**src/cpu_pkg.sv**
```systemverilog
`default_nettype none

package cpu_pkg;

    // ##############################
    // Instruction field layout
    // ##############################
    localparam int INSTR_W    = 32;        // Instruction word width.
    localparam int REG_ADDR_W = 5;         // Register address width.

    localparam int OPCODE_MSB = 31;
    localparam int OPCODE_LSB = 28;
    localparam int FUNCT_MSB  = 27;
    localparam int FUNCT_LSB  = 25;
    localparam int RD_MSB     = 24;        // Also the store data register.
    localparam int RD_LSB     = 20;
    localparam int RS1_MSB    = 19;
    localparam int RS1_LSB    = 15;
    localparam int RS2_MSB    = 14;
    localparam int RS2_LSB    = 10;
    localparam int IMM_MSB    = 14;        // Immediate overlaps rs2.
    localparam int IMM_LSB    = 0;
    localparam int IMM_W      = IMM_MSB - IMM_LSB + 1;

    // ##############################
    // Opcodes and ALU operations
    // ##############################
    // Codes outside this list decode as a no-operation.
    typedef enum logic [3:0] {
        OP_ALU  = 4'h1,                    // Register-register op picked by funct.
        OP_ADDI = 4'h2,
        OP_LD   = 4'h3,
        OP_SD   = 4'h4
    } opcode_t;

    // Funct field of OP_ALU maps straight onto this encoding.
    typedef enum logic [2:0] {
        ALU_ADD = 3'd0,
        ALU_SUB = 3'd1,
        ALU_AND = 3'd2,
        ALU_OR  = 3'd3,
        ALU_XOR = 3'd4,
        ALU_SLT = 3'd5
    } alu_op_t;

    // ##############################
    // Control bundle
    // ##############################
    typedef struct packed {
        alu_op_t                alu_op;
        logic                   use_imm;     // ALU B takes the immediate.
        logic                   mem_to_reg;  // Write-back takes memory data.
        logic                   reg_write;
        logic                   mem_write;
        logic [REG_ADDR_W-1:0]  rd;
    } ctrl_t;

endpackage

`default_nettype wire

```
**src/control_unit.sv**
```systemverilog
`timescale 1ns/1ps
`default_nettype none

module control_unit #(
    parameter int WORDSIZE = 64            // Datapath width.
) (
    input  wire [cpu_pkg::INSTR_W-1:0]    instr,
    output cpu_pkg::ctrl_t                ctrl,
    output logic [cpu_pkg::REG_ADDR_W-1:0] rs1,
    output logic [cpu_pkg::REG_ADDR_W-1:0] rs2_sel,
    output logic [WORDSIZE-1:0]           imm
);
    import cpu_pkg::*;

    opcode_t                opcode;
    logic [2:0]             funct;
    logic [REG_ADDR_W-1:0]  rd_field;
    logic [REG_ADDR_W-1:0]  rs2_field;
    logic [IMM_W-1:0]       imm_field;

    // ##############################
    // Field extraction
    // ##############################
    assign opcode    = opcode_t'(instr[OPCODE_MSB:OPCODE_LSB]);
    assign funct     = instr[FUNCT_MSB:FUNCT_LSB];
    assign rd_field  = instr[RD_MSB:RD_LSB];
    assign rs1       = instr[RS1_MSB:RS1_LSB];
    assign rs2_field = instr[RS2_MSB:RS2_LSB];
    assign imm_field = instr[IMM_MSB:IMM_LSB];

    // Sign extension of the 15-bit immediate.
    assign imm = {{(WORDSIZE-IMM_W){imm_field[IMM_W-1]}}, imm_field};

    // ##############################
    // Decode
    // ##############################
    always_comb begin
        ctrl         = '0;                 // No-operation unless decoded below.
        ctrl.alu_op  = ALU_ADD;
        ctrl.rd      = rd_field;
        rs2_sel      = rs2_field;

        case (opcode)
            OP_ALU: begin
                // Funct values 6 and 7 are unused and write nothing.
                if (funct <= ALU_SLT) begin
                    ctrl.alu_op    = alu_op_t'(funct);
                    ctrl.reg_write = 1'b1;
                end
            end
            OP_ADDI: begin
                ctrl.use_imm   = 1'b1;
                ctrl.reg_write = 1'b1;
            end
            OP_LD: begin
                ctrl.use_imm    = 1'b1;    // Address is base plus offset.
                ctrl.mem_to_reg = 1'b1;
                ctrl.reg_write  = 1'b1;
            end
            OP_SD: begin
                ctrl.use_imm   = 1'b1;
                ctrl.mem_write = 1'b1;
                rs2_sel        = rd_field; // Store data comes out of port B.
            end
            default: begin
            end
        endcase
    end

endmodule

`default_nettype wire

```
**config.mk**
```make
export PLATFORM = sky130hd
export DESIGN_NAME = control_unit
export DESIGN_NICKNAME = d
export VERILOG_FILES = /design/src/cpu_pkg.sv /design/src/control_unit.sv
export SDC_FILE = /design/constraint.sdc
export NUM_CORES = 1
export LEC_CHECK = 0
export ABC_CLOCK_PERIOD_IN_PS = 1100
export BUFFER_PORTS_ARGS = -buffer_cell sky130_fd_sc_hd__buf_4
export CAP_MARGIN = 20
export CORE_UTILIZATION = 27
export DETAILED_ROUTE_END_ITERATION = 8
export PLACE_DENSITY = 0.88
export SETUP_SLACK_MARGIN = 0.02
export SYNTH_ARGS = -nofsm -noshare
export SYNTH_HDL_FRONTEND = slang
export SYNTH_SLANG_ARGS = --single-unit
```
**constraint.sdc**
```tcl
create_clock -name vclk -period 1.1
set_input_delay 0.22 -clock vclk [all_inputs]
set_output_delay 0.22 -clock vclk [all_outputs]
set_load 0.05 [all_outputs]
```
==> results.rst <==
.. list-table::
   :header-rows: 1

   * - Metric
     - Value
   * - Worst hold path stage count
     - 0
   * - Most used routing layer in global routing
     - met2
   * - Yosys synthesis warning count
     - 0
   * - Final critical-path setup slack
     - -0.4726 ns
   * - Antenna violations before repair
     - 0
   * - Number of cells in the design after placement
     - 143
   * - Normalized max-slew margin
     - 84.62%
   * - Sequential cell count
     - 0
   * - Number of remaining DRC errors
     - 0
   * - Max Cap Violations
     - 0
   * - Measured slew at the worst slew-check pin
     - 0.2297 ns
   * - Classification of the worst setup path
     - in2out
   * - Routed vias
     - 582
   * - Worst hold path endpoint
     - imm[2]
   * - Routability Congestion
     - 0.5404
   * - Multi-input gate area
     - 245.2 um^2
   * - Max Fanout on Critical Path
     - 4
   * - Synthesis-to-finish area growth
     - 54.03%
   * - RSZ-0062 raised after global routing
     - yes
   * - Cell count after synthesis
     - 91
   * - Commonest cells after routing, fill and taps aside
     - buf_4 (76), buf_6 (16), buf_8 (6), mux2_4 (5), nor3b_4 (3)
   * - Pin count of the biggest net entering global routing
     - 20
   * - Final-layout worst hold slack
     - 0.4400 ns
   * - Power density over the cells
     - 804.4 nW/um^2
   * - Final nets
     - 149
   * - Flip-flop and latch area
     - 0 um^2
   * - Placeable core region
     - 2522 um^2
   * - Die area
     - 2913 um^2
   * - Origin of the worst min-delay path
     - instr[2]
   * - Sequential fraction of the synthesis area
     - 0%
   * - Detailed placement HPWL
     - 1.366 mm
   * - Violated checks
     - setup timing
   * - Wire length of the first global-routing pass
     - 2.090 mm
   * - Detailed router's first-iteration violation count
     - 6
   * - Total Neg Setup Slack
     - -4.023 ns
   * - Unique cell type count in the Yosys netlist
     - 12
   * - Total number of placement rows
     - 18
   * - Port Buffers
     - 88
   * - Hold Buf Count CTS
     - 0
   * - CP startpoint kind
     - primary input
   * - Diodes inserted
     - 0
   * - Vias per std cell
     - 4.014
   * - Slew Viols, Final
     - 0
   * - Cell area after placement
     - 1001 um^2
   * - Net count of the mapped netlist
     - 123
   * - Top-level port count
     - 118
   * - Outcome
     - finished, violations left
   * - Final global-route overflow total
     - 0
   * - Endpoint type of the worst setup path
     - primary output
   * - Required time of the critical path
     - 0.88 ns
   * - Post-route antenna net violation count
     - 0
   * - Global-route track usage on met2
     - 24.90%
   * - Average instance area after synthesis
     - 8.016 um^2
   * - Effective utilization at floorplan
     - 28.92%
   * - Met1 track demand over resource in global routing
     - 7.516%
   * - Class of the tightest hold or removal check
     - in2out
   * - Count of endpoints failing hold in the final timing report
     - 0
   * - Fraction of layout cells with a size suffix above 1
     - 98.26%
   * - Overall global routing resource usage
     - 10.15%
   * - Iteration count of the initial detailed-routing pass
     - 4
   * - Die Width
     - 53.98 um
   * - Met3 usage
     - 2.260%
   * - Most frequent standard cell in the layout excluding fill and tap cells
     - buf_4
   * - Final critical-path share of the clock period
     - 143.0%
   * - Cell area after technology mapping
     - 729.5 um^2
   * - Time the final worst path needs with I/O delays and setup
     - 1.573 ns
   * - Count of placed standard cells in the final layout, fillers left out
     - 145
   * - Clock buffers
     - 0
   * - Arrival time at the worst endpoint
     - 1.35 ns
   * - Wire length reported by the detailed router
     - 1.882 mm
   * - # setup viols final
     - 11
   * - Finished layout cell area
     - 1124 um^2
   * - Finished Core Util
     - 44.54%
   * - Routed WL per cell
     - 12.98 um
   * - Chip height
     - 53.98 um
   * - Fill cell instance count of the final layout
     - 223
   * - Static Leakage
     - 0.5954 nW
   * - Maximum vdd drop
     - 0.4848 mV
   * - Max frequency
     - 635.9 MHz
   * - Via count of the first global-routing pass
     - 434
-- kinds of logic after synthesis --
logic type,count (synthesis),share of synthesized area (%)
muxes,5,7.718
and+or+nand+nor,10,14.58
AOI/OAI and AO/OA,2,1.544
buffers and inverters,74,76.16
-- cell usage after synthesis, drive strengths merged --
master	number	area [um^2]
buf	74	555.5
mux2	5	56.30
nor3b	3	37.54
a21oi	1	5.000
and2	1	6.260
nand2	1	3.750
nor3	1	5.000
nor4b	1	23.77
o22ai	1	6.260
or2b	1	7.510
or3b	1	8.760
or4b	1	13.76
-- repair_timing --
item                       in CTS  in global routing
gates resized for setup        23                  6
setup buffers                   2                  0
setup endpoints to repair      45                 35
pin swaps                       5                  3
-- worst max path at each step --
stage / depth (start not counted) / start / endpoint
CTS: 4 / instr[30] / ctrl[9]
global route: 4 / instr[31] / ctrl[10]
floorplan: 2 / instr[31] / rs2_sel[0]
finish: 4 / instr[31] / ctrl[6]
global placement: 4 / instr[29] / ctrl[10]
detailed placement: 4 / instr[29] / ctrl[9]
-- per-layer routing --
metal,share of wire [%],up-vias
met5,0,-
met4,0.27,0
met3,15,2
met2,54,70
met1,30,245
li1,-,265
-- per-stage QoR --
step / setup WS [ns] / power, mW
floorplan: -0.6678 / 0.8506
global placement: -0.4675 / 0.8497
detailed placement: -0.4905 / 0.8549
CTS: -0.4524 / 0.8934
global route: -0.4745 / 0.9294
finish: -0.4726 / 0.9038
-- report_power, final --
| part | switching (mW) | total [mW] | internal (mW) |
|---|---|---|---|
| registers | 0 | 0 | 0 |
| logic | 0.610 | 0.904 | 0.294 |
| clock network | 0 | 0 | 0 |
| total | 0.610 | 0.904 | 0.294 |
-- worst max-delay path, cell delays in order --
cell and delay, ns:
buf_8 0.11, or4b_4 0.60, o22ai_2 0.23, buf_6 0.19
-- cell type report --
| type | instances | area share, % |
|---|---|---|
| Timing Repair Buffer | 98 | 74.83 |
| Multi-Input combinational cell | 17 | 21.83 |
| Tap cell | 30 | 3.341 |
No activity file was read; power rests on OpenSTA's default activity.
